$ cat config.mk
export PLATFORM = sky130hd
export DESIGN_NAME = spindle_board
export DESIGN_NICKNAME = d
export VERILOG_FILES = /design/src/logic/spindle_pkg.sv /design/src/logic/spindle_board.sv /design/src/logic/spi_tx.sv /design/src/logic/mult_arbiter.sv /design/src/logic/spindle_channel.sv /design/src/logic/spi_rx.sv /design/src/logic/param_regs.sv
export SDC_FILE = /design/constraint.sdc
export NUM_CORES = 2
export LEC_CHECK = 0
export ABC_AREA = 1
export BUFFER_PORTS_ARGS = -buffer_cell sky130_fd_sc_hd__buf_2
export CORE_MARGIN = 5
export CORE_UTILIZATION = 45
export CTS_CLUSTER_SIZE = 25
export DETAILED_ROUTE_END_ITERATION = 6
export GPL_ROUTABILITY_DRIVEN = 0
export HOLD_SLACK_MARGIN = 0.15
export PLACE_DENSITY_LB_ADDON = 0.1
export REMOVE_ABC_BUFFERS = 1
export SLEW_MARGIN = 20
export SYNTH_ARGS = -nofsm -noshare
export SYNTH_HDL_FRONTEND = slang
export SYNTH_SLANG_ARGS = --single-unit
$ cat constraint.sdc
create_clock -name ep50trig -period 7.9 [get_ports ep50trig]
set_clock_uncertainty 0.1 [all_clocks]
set_input_delay 0 -clock ep50trig [delete_from_list [all_inputs] [get_ports ep50trig]]
set_output_delay 0 -clock ep50trig [all_outputs]
set_load 0.01 [all_outputs]
$ cat src/logic/spindle_pkg.sv
`default_nettype none

package spindle_pkg;

    // width of a muscle length and of a firing rate
    localparam int lce_w = 16;

    // multiplier operand a (signed) and product widths
    localparam int mul_a_w = 18;
    localparam int prod_w  = 34;

    // host register addresses
    typedef enum logic [3:0] {
        prm_gamma_dyn = 4'd0,
        prm_gamma_sta = 4'd1,
        prm_lce_rest  = 4'd2,
        prm_test_lce  = 4'd3,
        // zero picks serial lengths, nonzero picks test length
        prm_source    = 4'd4
    } param_id_t;

    // per-muscle channel sequence
    typedef enum logic [1:0] {
        ch_idle,
        ch_mul_dyn,
        ch_mul_sta,
        ch_done
    } chan_state_t;

    // register values after reset
    localparam logic [lce_w-1:0] gamma_dyn_rst = 16'd80;
    localparam logic [lce_w-1:0] gamma_sta_rst = 16'd80;
    localparam logic [lce_w-1:0] lce_rest_rst  = 16'd16384;
    localparam logic [lce_w-1:0] test_lce_rst  = 16'd0;
    localparam logic [lce_w-1:0] source_rst    = 16'd0;

endpackage

`default_nettype wire
$ cat src/logic/spindle_board.sv
`timescale 1ns/100ps
`default_nettype none

module spindle_board
    import spindle_pkg::*;
#(
    parameter int base_rate = 1000,
    parameter int sck_half  = 4
) (
    input  wire               ep50trig,
    input  wire               reset_global,
    input  wire               host_trig,
    input  wire param_id_t    host_addr,
    input  wire [lce_w-1:0]   host_data,
    input  wire               sck_r,
    input  wire               ssel_r,
    input  wire               data_bic_r,
    input  wire               data_tri_r,
    output wire               sck_s,
    output wire               ssel_s,
    output wire               data_bic_s,
    output wire               data_tri_s,
    output wire [lce_w-1:0]   ia_bic,
    output wire [lce_w-1:0]   ii_bic,
    output wire [lce_w-1:0]   ia_tri,
    output wire [lce_w-1:0]   ii_tri,
    output wire               valid_bic,
    output wire               valid_tri
);

    // host parameters
    wire [lce_w-1:0] gamma_dyn;
    wire [lce_w-1:0] gamma_sta;
    wire [lce_w-1:0] lce_rest;
    wire [lce_w-1:0] test_lce;
    wire use_test;
    wire test_start;

    // received lengths
    wire [lce_w-1:0] lce_bic;
    wire [lce_w-1:0] lce_tri;
    wire frame_done;

    // multiplier bus, index 0 biceps, 1 triceps
    wire req_bic;
    wire req_tri;
    wire signed [mul_a_w-1:0] a_bic;
    wire signed [mul_a_w-1:0] a_tri;
    wire [lce_w-1:0] b_bic;
    wire [lce_w-1:0] b_tri;
    wire [1:0] gnt;
    wire signed [prod_w-1:0] product;
    wire product_valid;

    param_regs param_regs_i (
        .ep50trig(ep50trig), .reset_global(reset_global),
        .host_trig(host_trig), .host_addr(host_addr), .host_data(host_data),
        .gamma_dyn(gamma_dyn), .gamma_sta(gamma_sta), .lce_rest(lce_rest),
        .test_lce(test_lce), .use_test(use_test), .test_start(test_start)
    );

    spi_rx spi_rx_i (
        .ep50trig(ep50trig), .reset_global(reset_global),
        .sck_r(sck_r), .ssel_r(ssel_r), .data_bic_r(data_bic_r), .data_tri_r(data_tri_r),
        .lce_bic(lce_bic), .lce_tri(lce_tri), .frame_done(frame_done)
    );

    spindle_channel #(.base_rate(base_rate)) bic_chan_i (
        .ep50trig(ep50trig), .reset_global(reset_global),
        .start_spi(frame_done), .start_test(test_start),
        .lce_spi(lce_bic), .test_lce(test_lce), .use_test(use_test),
        .gamma_dyn(gamma_dyn), .gamma_sta(gamma_sta), .lce_rest(lce_rest),
        .mul_gnt(gnt[0]), .product(product), .product_valid(product_valid),
        .mul_req(req_bic), .mul_a(a_bic), .mul_b(b_bic),
        .ia_rate(ia_bic), .ii_rate(ii_bic), .rate_valid(valid_bic)
    );

    spindle_channel #(.base_rate(base_rate)) tri_chan_i (
        .ep50trig(ep50trig), .reset_global(reset_global),
        .start_spi(frame_done), .start_test(test_start),
        .lce_spi(lce_tri), .test_lce(test_lce), .use_test(use_test),
        .gamma_dyn(gamma_dyn), .gamma_sta(gamma_sta), .lce_rest(lce_rest),
        .mul_gnt(gnt[1]), .product(product), .product_valid(product_valid),
        .mul_req(req_tri), .mul_a(a_tri), .mul_b(b_tri),
        .ia_rate(ia_tri), .ii_rate(ii_tri), .rate_valid(valid_tri)
    );

    mult_arbiter mult_arbiter_i (
        .ep50trig(ep50trig), .reset_global(reset_global),
        .req({req_tri, req_bic}),
        .a0(a_bic), .b0(b_bic), .a1(a_tri), .b1(b_tri),
        .gnt(gnt), .product(product), .product_valid(product_valid)
    );

    // Ia rates of both muscles go back out serially
    spi_tx #(.sck_half(sck_half)) spi_tx_i (
        .ep50trig(ep50trig), .reset_global(reset_global),
        .rate_bic(ia_bic), .rate_tri(ia_tri),
        .valid_bic(valid_bic), .valid_tri(valid_tri),
        .sck_s(sck_s), .ssel_s(ssel_s), .data_bic_s(data_bic_s), .data_tri_s(data_tri_s)
    );

endmodule

`default_nettype wire

$ cat src/logic/spi_tx.sv
`timescale 1ns/100ps
`default_nettype none

module spi_tx
    import spindle_pkg::*;
#(
    parameter int sck_half = 4
) (
    input  wire               ep50trig,
    input  wire               reset_global,
    input  wire [lce_w-1:0]   rate_bic,
    input  wire [lce_w-1:0]   rate_tri,
    input  wire               valid_bic,
    input  wire               valid_tri,
    output logic              sck_s,
    output logic              ssel_s,
    output logic              data_bic_s,
    output logic              data_tri_s
);

    localparam int div_w = $clog2(sck_half + 1);

    logic got_bic;
    logic got_tri;
    logic both_seen;
    logic pend_full;
    logic busy;
    logic tick;
    logic [lce_w-1:0] pend_bic;
    logic [lce_w-1:0] pend_tri;
    logic [lce_w-1:0] shift_bic;
    logic [lce_w-1:0] shift_tri;
    logic [div_w-1:0] div_cnt;
    // 0..15 bits, 16 trailing half, 17 select-high gap
    logic [4:0] bit_cnt;

    // both muscles reported since the last latch
    assign both_seen = (got_bic | valid_bic) & (got_tri | valid_tri);
    assign tick = (div_cnt == div_w'(sck_half - 1));

    // msb first on both lanes
    assign data_bic_s = shift_bic[lce_w-1];
    assign data_tri_s = shift_tri[lce_w-1];

    //////////////////////////////////////////////////
    // valid collection and frame shifter
    //////////////////////////////////////////////////

    always_ff @(posedge ep50trig or posedge reset_global) begin
        if (reset_global) begin
            got_bic   <= 1'b0;
            got_tri   <= 1'b0;
            pend_full <= 1'b0;
            busy      <= 1'b0;
            sck_s     <= 1'b0;
            ssel_s    <= 1'b1;
            div_cnt   <= '0;
            bit_cnt   <= 5'd0;
            shift_bic <= '0;
            shift_tri <= '0;
        end else begin
            if (both_seen) begin
                got_bic <= 1'b0;
                got_tri <= 1'b0;
            end else begin
                got_bic <= got_bic | valid_bic;
                got_tri <= got_tri | valid_tri;
            end

            // pending slot, a newer pair just overwrites
            if (both_seen) begin
                pend_full <= 1'b1;
            end else if (!busy && pend_full) begin
                pend_full <= 1'b0;
            end

            if (!busy) begin
                if (pend_full) begin
                    busy      <= 1'b1;
                    ssel_s    <= 1'b0;
                    div_cnt   <= '0;
                    bit_cnt   <= 5'd0;
                    shift_bic <= pend_bic;
                    shift_tri <= pend_tri;
                end
            end else begin
                div_cnt <= tick ? '0 : div_cnt + div_w'(1);
                if (tick) begin
                    if (bit_cnt < 5'd16) begin
                        sck_s <= ~sck_s;
                        // falling edge moves to the next bit
                        if (sck_s) begin
                            bit_cnt   <= bit_cnt + 5'd1;
                            shift_bic <= {shift_bic[lce_w-2:0], 1'b0};
                            shift_tri <= {shift_tri[lce_w-2:0], 1'b0};
                        end
                    end else if (bit_cnt == 5'd16) begin
                        ssel_s  <= 1'b1;
                        bit_cnt <= 5'd17;
                    end else begin
                        busy <= 1'b0;
                    end
                end
            end
        end
    end

    // rates are steady from their valid onward
    always_ff @(posedge ep50trig) begin
        if (both_seen) begin
            pend_bic <= rate_bic;
            pend_tri <= rate_tri;
        end
    end

endmodule

`default_nettype wire

$ cat src/logic/mult_arbiter.sv
`timescale 1ns/100ps
`default_nettype none

module mult_arbiter
    import spindle_pkg::*;
(
    input  wire                        ep50trig,
    input  wire                        reset_global,
    input  wire [1:0]                  req,
    input  wire signed [mul_a_w-1:0]   a0,
    input  wire [lce_w-1:0]            b0,
    input  wire signed [mul_a_w-1:0]   a1,
    input  wire [lce_w-1:0]            b1,
    output logic [1:0]                 gnt,
    output logic signed [prod_w-1:0]   product,
    output logic                       product_valid
);

    // index of the requester served most recently
    logic last;
    logic signed [mul_a_w-1:0] a_sel;
    logic [lce_w-1:0] b_sel;
    logic signed [prod_w-1:0] a_ext;
    logic signed [prod_w-1:0] b_ext;

    // lone requester wins, a tie goes to whoever waited
    assign gnt = (req == 2'b11) ? (last ? 2'b01 : 2'b10) : req;

    assign a_sel = gnt[1] ? a1 : a0;
    assign b_sel = gnt[1] ? b1 : b0;

    // a sign extended, b treated as unsigned
    assign a_ext = {{(prod_w - mul_a_w){a_sel[mul_a_w-1]}}, a_sel};
    assign b_ext = {{(prod_w - lce_w){1'b0}}, b_sel};

    always_ff @(posedge ep50trig or posedge reset_global) begin
        if (reset_global) begin
            last          <= 1'b0;
            product_valid <= 1'b0;
        end else begin
            product_valid <= |gnt;
            if (|gnt) begin
                last <= gnt[1];
            end
        end
    end

    // product one cycle after grant
    always_ff @(posedge ep50trig) begin
        if (|gnt) begin
            product <= a_ext * b_ext;
        end
    end

endmodule

`default_nettype wire

$ cat src/logic/spindle_channel.sv
`timescale 1ns/100ps
`default_nettype none

module spindle_channel
    import spindle_pkg::*;
#(
    parameter int base_rate = 1000
) (
    input  wire                        ep50trig,
    input  wire                        reset_global,
    input  wire                        start_spi,
    input  wire                        start_test,
    input  wire [lce_w-1:0]            lce_spi,
    input  wire [lce_w-1:0]            test_lce,
    input  wire                        use_test,
    input  wire [lce_w-1:0]            gamma_dyn,
    input  wire [lce_w-1:0]            gamma_sta,
    input  wire [lce_w-1:0]            lce_rest,
    input  wire                        mul_gnt,
    input  wire signed [prod_w-1:0]    product,
    input  wire                        product_valid,
    output logic                       mul_req,
    output logic signed [mul_a_w-1:0]  mul_a,
    output logic [lce_w-1:0]           mul_b,
    output logic [lce_w-1:0]           ia_rate,
    output logic [lce_w-1:0]           ii_rate,
    output logic                       rate_valid
);

    chan_state_t state;
    logic [lce_w-1:0] lce_cur;
    logic [lce_w-1:0] lce_prev;
    // granted last cycle, product due now
    logic wait_prod;
    logic own_product;
    logic signed [prod_w-1:0] prod_dyn;
    logic signed [mul_a_w-1:0] velocity;
    logic signed [mul_a_w-1:0] stretch;

    // base_rate + (p >>> 8), clamped to 0..65535
    function automatic logic [lce_w-1:0] sat_rate(input logic signed [prod_w-1:0] p);
        logic signed [prod_w-1:0] sum;
        sum = (p >>> 8) + prod_w'(base_rate);
        if (sum < 0) begin
            return '0;
        end else if (sum > 65535) begin
            return '1;
        end
        return sum[lce_w-1:0];
    endfunction

    //////////////////////////////////////////////////
    // operands for the shared multiplier
    //////////////////////////////////////////////////

    assign velocity = $signed({2'b00, lce_cur}) - $signed({2'b00, lce_prev});
    assign stretch  = $signed({2'b00, lce_cur}) - $signed({2'b00, lce_rest});

    // level request, dropped while our product is in flight
    assign mul_req = ((state == ch_mul_dyn) || (state == ch_mul_sta)) && !wait_prod;
    assign mul_a   = (state == ch_mul_sta) ? stretch : velocity;
    assign mul_b   = (state == ch_mul_sta) ? gamma_sta : gamma_dyn;

    // shared valid belongs to us only right after our grant
    assign own_product = wait_prod & product_valid;

    //////////////////////////////////////////////////
    // sequence
    //////////////////////////////////////////////////

    always_ff @(posedge ep50trig or posedge reset_global) begin
        if (reset_global) begin
            state      <= ch_idle;
            wait_prod  <= 1'b0;
            lce_prev   <= '0;
            ia_rate    <= '0;
            ii_rate    <= '0;
            rate_valid <= 1'b0;
        end else begin
            rate_valid <= 1'b0;
            if (mul_gnt) begin
                wait_prod <= 1'b1;
            end else if (own_product) begin
                wait_prod <= 1'b0;
            end

            case (state)
                // starts while busy fall through unnoticed
                ch_idle: begin
                    if (start_spi || start_test) begin
                        state <= ch_mul_dyn;
                    end
                end
                // velocity term, wait for its product
                ch_mul_dyn: begin
                    if (own_product) begin
                        state <= ch_mul_sta;
                    end
                end
                // stretch term
                ch_mul_sta: begin
                    if (mul_gnt) begin
                        state <= ch_done;
                    end
                end
                ch_done: begin
                    if (own_product) begin
                        ia_rate    <= sat_rate(prod_dyn);
                        ii_rate    <= sat_rate(product);
                        rate_valid <= 1'b1;
                        lce_prev   <= lce_cur;
                        state      <= ch_idle;
                    end
                end
                default: state <= ch_idle;
            endcase
        end
    end

    // length latch and first product
    always_ff @(posedge ep50trig) begin
        if ((state == ch_idle) && (start_spi || start_test)) begin
            lce_cur <= use_test ? test_lce : lce_spi;
        end
        if ((state == ch_mul_dyn) && own_product) begin
            prod_dyn <= product;
        end
    end

endmodule

`default_nettype wire

$ cat src/logic/spi_rx.sv
`timescale 1ns/100ps
`default_nettype none

module spi_rx
    import spindle_pkg::*;
(
    input  wire               ep50trig,
    input  wire               reset_global,
    input  wire               sck_r,
    input  wire               ssel_r,
    input  wire               data_bic_r,
    input  wire               data_tri_r,
    output logic [lce_w-1:0]  lce_bic,
    output logic [lce_w-1:0]  lce_tri,
    output logic              frame_done
);

    // two sync flops, third stage only for edge detect
    logic [2:0] sck_q;
    logic [2:0] ssel_q;
    logic [1:0] bic_q;
    logic [1:0] tri_q;
    // bit count, parks at 17 on overlong frames
    logic [4:0] bit_cnt;
    logic [lce_w-1:0] shift_bic;
    logic [lce_w-1:0] shift_tri;
    logic sck_rise;
    logic ssel_rise;
    logic ssel_low;

    assign sck_rise  = sck_q[1] & ~sck_q[2];
    assign ssel_rise = ssel_q[1] & ~ssel_q[2];
    assign ssel_low  = ~ssel_q[1];

    always_ff @(posedge ep50trig or posedge reset_global) begin
        if (reset_global) begin
            sck_q      <= 3'b000;
            ssel_q     <= 3'b111;
            bic_q      <= 2'b00;
            tri_q      <= 2'b00;
            bit_cnt    <= 5'd0;
            lce_bic    <= '0;
            lce_tri    <= '0;
            frame_done <= 1'b0;
        end else begin
            sck_q  <= {sck_q[1:0], sck_r};
            ssel_q <= {ssel_q[1:0], ssel_r};
            bic_q  <= {bic_q[0], data_bic_r};
            tri_q  <= {tri_q[0], data_tri_r};

            // count rising sck edges inside the select window
            if (!ssel_low) begin
                bit_cnt <= 5'd0;
            end else if (sck_rise && (bit_cnt != 5'd17)) begin
                bit_cnt <= bit_cnt + 5'd1;
            end

            // publish only exact 16 bit frames
            frame_done <= ssel_rise && (bit_cnt == 5'd16);
            if (ssel_rise && (bit_cnt == 5'd16)) begin
                lce_bic <= shift_bic;
                lce_tri <= shift_tri;
            end
        end
    end

    // both lanes shift together, msb first
    always_ff @(posedge ep50trig) begin
        if (ssel_low && sck_rise) begin
            shift_bic <= {shift_bic[lce_w-2:0], bic_q[1]};
            shift_tri <= {shift_tri[lce_w-2:0], tri_q[1]};
        end
    end

endmodule

`default_nettype wire

$ cat src/logic/param_regs.sv
`timescale 1ns/100ps
`default_nettype none

module param_regs
    import spindle_pkg::*;
(
    input  wire                   ep50trig,
    input  wire                   reset_global,
    input  wire                   host_trig,
    input  wire param_id_t        host_addr,
    input  wire [lce_w-1:0]       host_data,
    output logic [lce_w-1:0]      gamma_dyn,
    output logic [lce_w-1:0]      gamma_sta,
    output logic [lce_w-1:0]      lce_rest,
    output logic [lce_w-1:0]      test_lce,
    output logic                  use_test,
    output logic                  test_start
);

    // raw source word from the host
    logic [lce_w-1:0] source_reg;

    always_ff @(posedge ep50trig or posedge reset_global) begin
        if (reset_global) begin
            gamma_dyn  <= gamma_dyn_rst;
            gamma_sta  <= gamma_sta_rst;
            lce_rest   <= lce_rest_rst;
            test_lce   <= test_lce_rst;
            source_reg <= source_rst;
            test_start <= 1'b0;
        end else begin
            // kick both channels one cycle after a test length lands
            test_start <= host_trig && (host_addr == prm_test_lce) && use_test;
            if (host_trig) begin
                case (host_addr)
                    prm_gamma_dyn: gamma_dyn  <= host_data;
                    prm_gamma_sta: gamma_sta  <= host_data;
                    prm_lce_rest:  lce_rest   <= host_data;
                    prm_test_lce:  test_lce   <= host_data;
                    prm_source:    source_reg <= host_data;
                    // unknown address, nothing stored
                    default: ;
                endcase
            end
        end
    end

    // any nonzero source word selects the test length
    assign use_test = (source_reg != '0);

endmodule

`default_nettype wire

==> results.py <==
metrics = {
    "global_route": {
        "grt_use_total_pct": 23.0,
        "grt_pass1_vias": 25700,
        "grt_pass1_wl_mm": 143,
        "grt_max_degree": 168,
        "grt_overflow": 0,
        "antenna_found_initial": 2,
    },
    "floorplanning": {
        "start_util_pct": 45.3,
        "fp.coreArea_um2": 71400,
        "fp.dieH_um": 278,
        "placementRows": 98,
        "io_pins": 97,
        "die_w_um": 278,
        "die_area_um2": 77300,
    },
    "timing": {
        "relSlewSlack_pct": 32.0,
        "slew_violations": 0,
        "post-route-period-util_pct": 96.0,
        "setup_viol_count_final": 0,
        "fmax_ghz": 0.132,
        "worst_pin_slew_ns": 1.02,
        "rsz0062_at_grt": "true",
        "period_minus_slack_ns": 7.59,
        "fin_hold_ws_ns": 0.223,
        "finalHoldViolations": 0,
    },
    "synthesis": {
        "synth_top_area_share_pct": 21.1,
        "yosysWarnings": 0,
        "synthArstFlopShare_pct": 61.8,
        "synthFlopType": "dfrtp_1",
        "syn-instance-count": 3744,
        "netlist_area_um2": 32300,
        "synthDistinctLibCells": 57,
        "synth-edff-count": 174,
        "yosys_register_bits": 455,
        "synth_top_cell_by_area": "dfrtp_1",
        "synth_seq_area_share_pct": 37.9,
        "syn_avg_cell_area_um2": 8.63,
        "yosys-top-cells-area": "dfrtp_1 (21%), fa_1 (17%), edfxtp_1 (16%)",
    },
    "route": {
        "drc": 0,
        "avgRoutedWirePerCell_um": 17.6,
        "vias": 25500,
        "first_iter_violations": 1575,
        "ant_nets": 0,
        "wirelength_mm": 88.8,
        "vias_per_cell": 5.04,
        "first_pass_iters": 6,
    },
    "setup_path": {
        "worstSetupPathType": "flip-flop to flip-flop",
        "ff2ff_path_depth": 36,
        "critical_path_arrival_ns": 7.84,
        "critical_path_depth": 36,
        "endpoint": "mult_arbiter_i.product[24]",
        "r2r-start": "bic_chan_i.state[1]",
        "start_kind": "flip-flop",
        "slowest_delay_ns": 0.55,
        "critPathRequiredTime_ns": 8.15,
        "critPathBufInv": 9,
        "r2r_slack_ns": 0.31,
        "crit_path_end_kind": "flip-flop",
        "critPathSlowestCell": "fa_1",
        "worstReg2RegEnd": "mult_arbiter_i.product[24]",
        "crit_family": "adder cells",
        "cp-startpoint": "bic_chan_i.state[1]",
        "crit_fanout": 14,
    },
    "placement": {
        "port_buffers": 96,
        "dp_hpwl_mm": 69.4,
        "dpl.cell_count": 4902,
        "dpl_cell_area_um2": 35200,
    },
    "clock_network": {
        "cts_made_buffers": 52,
        "cts-root-buf": "clkbuf_16",
        "htree_levels": 2,
        "cts_sinks": 455,
        "clock_insertion_delay_worst_skew_ns": 0.61,
        "clk_pin_slew_ns": 0.06,
        "cts_tree": "yes",
        "clock_path_buffers": 3,
    },
    "final_layout": {
        "drive_gt1_share_pct": 15.3,
        "final_nets": 4503,
        "antennaDiodeCount": 0,
        "top_regs": "bic_chan_i.prod_dyn (26), mult_arbiter_i.product (26), tri_chan_i.prod_dyn (26)",
        "design_area_um2": 38100,
        "fin_cells": 5055,
        "areaGrowthSynthToFinish_pct": 18.0,
    },
    "status": {
        "status": "complete, no violations",
    },
    "worst_hold_path": {
        "hold_path_class": "input pin to flip-flop",
    },
    "job": {
        "max_cap_viol_count": 0,
    },
}
==> kinds of logic (layout without fill, tap and decap cells) <==
kind of cell | Yosys count | in the layout | share of synthesized area, %
AO/OA/AOI/OAI | 447 | 447 | 7.80
XOR/XNOR | 84 | 84 | 2.28
adder cells (fa/ha/maj) | 415 | 415 | 22.5
buffers and inverters | 743 | 1104 | 8.91
flip-flops | 455 | 455 | 37.9
multiplexers | 1 | 1 | 0.0348
AND/OR/NAND/NOR | 1599 | 1599 | 20.5
==> what timing repair did <==
item,4_1_cts,5_1_grt
hold buffers,32,0
pin swaps,3,53
hold endpoints to repair,199,0
buffers inserted,0,22
endpoints found under the setup margin,14,22
resized for setup,18,160
cloned,0,1
==> synth_stat cells (3+ instances only) <==
cell,count
buf_4,9
ha_1,136
clkinv_1,8
edfxtp_1,174
buf_2,20
nor2_1,337
xnor2_1,30
and2_1,4
dfrtp_1,272
o21ai_0,254
clkbuf_1,69
dfstp_2,9
nor3_1,21
a31oi_1,9
a22o_1,3
nand3b_1,10
nor4_1,6
nand2_2,16
o21bai_1,12
a21oi_1,75
nand4_1,79
a21o_1,8
o211ai_1,20
inv_2,21
o31ai_1,32
nor2_4,7
o21a_1,5
inv_1,608
nand2_1,975
buf_1,5
fa_1,279
xor2_1,54
o21ai_1,8
nor2_2,8
nand3_1,125
a221oi_1,3
o21ai_2,5
==> worst min-delay path: cells and delay by family <==
family	cells	cell delay (ns)
buffers and inverters	3	0.70
AO/OA/AOI/OAI	1	0.19
==> layout make-up <==
| class | count | area, µm² |
|---|---|---|
| fillers | 6702 | 33200 |
| clock inverters | 28 | 282 |
| clock buffers | 70 | 1460 |
| repair buffers | 369 | 2700 |
| multi-input cells | 2546 | 17800 |
| well taps | 950 | 1190 |
| flip-flops and latches | 455 | 12300 |
| inverters | 637 | 2400 |
==> metal layers <==
layer | track usage (%) | up-vias | part of all wire (%)
li1 | - | 12400 | -
met1 | 31.1 | 12200 | 44
met2 | 38.7 | 644 | 47
met3 | 3.24 | 173 | 5.4
met4 | 7.52 | 0 | 3.7
met5 | 0 | - | 0
==> metrics by stage <==
| stage | TNS [ns] | worst slack [ns] | util, % |
|---|---|---|---|
| 2_1_floorplan | -6.06 | -0.534 | - |
| 3_3_place_gp | -0.949 | -0.246 | 49.4 |
| 3_5_place_dp | -1.27 | -0.296 | 49.4 |
| 4_1_cts | 0 | 0.00604 | 52.3 |
| 5_1_grt | -0.230 | -0.0522 | 53.4 |
| 6_report | 0 | 0.314 | 53.4 |
==> placed cells by master, fill, tap and decap left out, types with 7 or more instances in the layout <==
cell type	n
inv_2	30
clkbuf_8	7
edfxtp_1	174
o21bai_1	12
dfstp_2	9
dfrtp_1	272
o21ai_0	240
clkbuf_16	54
nand2_4	7
clkinv_2	9
nand2_2	36
a21oi_2	18
nand4_1	79
fa_2	8
ha_4	12
nand3b_1	10
nand3_1	115
clkbuf_1	10
nand2_1	949
o21ai_2	7
o211ai_1	20
ha_1	118
buf_6	7
buf_2	96
nor3_1	18
xor2_1	52
nand3_2	11
nor2_4	15
fa_1	271
nor2_1	314
a21o_1	8
nor2_2	23
dlygate4sd3_1	32
inv_1	595
a21oi_1	55
clkinv_1	17
o21ai_1	19
o31ai_1	32
buf_4	229
xnor2_1	29
==> how the worst min path moves through the flow <==
stage / start / to / slack (ns) / depth (start not counted)
floorplan: ssel_r / spi_rx_i.ssel_q[0] / -0.1 / 0
global placement: sck_r / spi_rx_i.sck_q[0] / 0.009 / 1
detailed placement: sck_r / spi_rx_i.sck_q[0] / 0.009 / 1
CTS: host_data[6] / param_regs_i.lce_rest[6] / 0.20 / 4
global route: host_data[6] / param_regs_i.gamma_sta[6] / 0.22 / 4
finish: host_data[6] / param_regs_i.gamma_sta[6] / 0.22 / 4
Power is left out: the tool's default activity adds up to more than one toggle a clock period on the data nets, which glitch-free logic cannot reach.
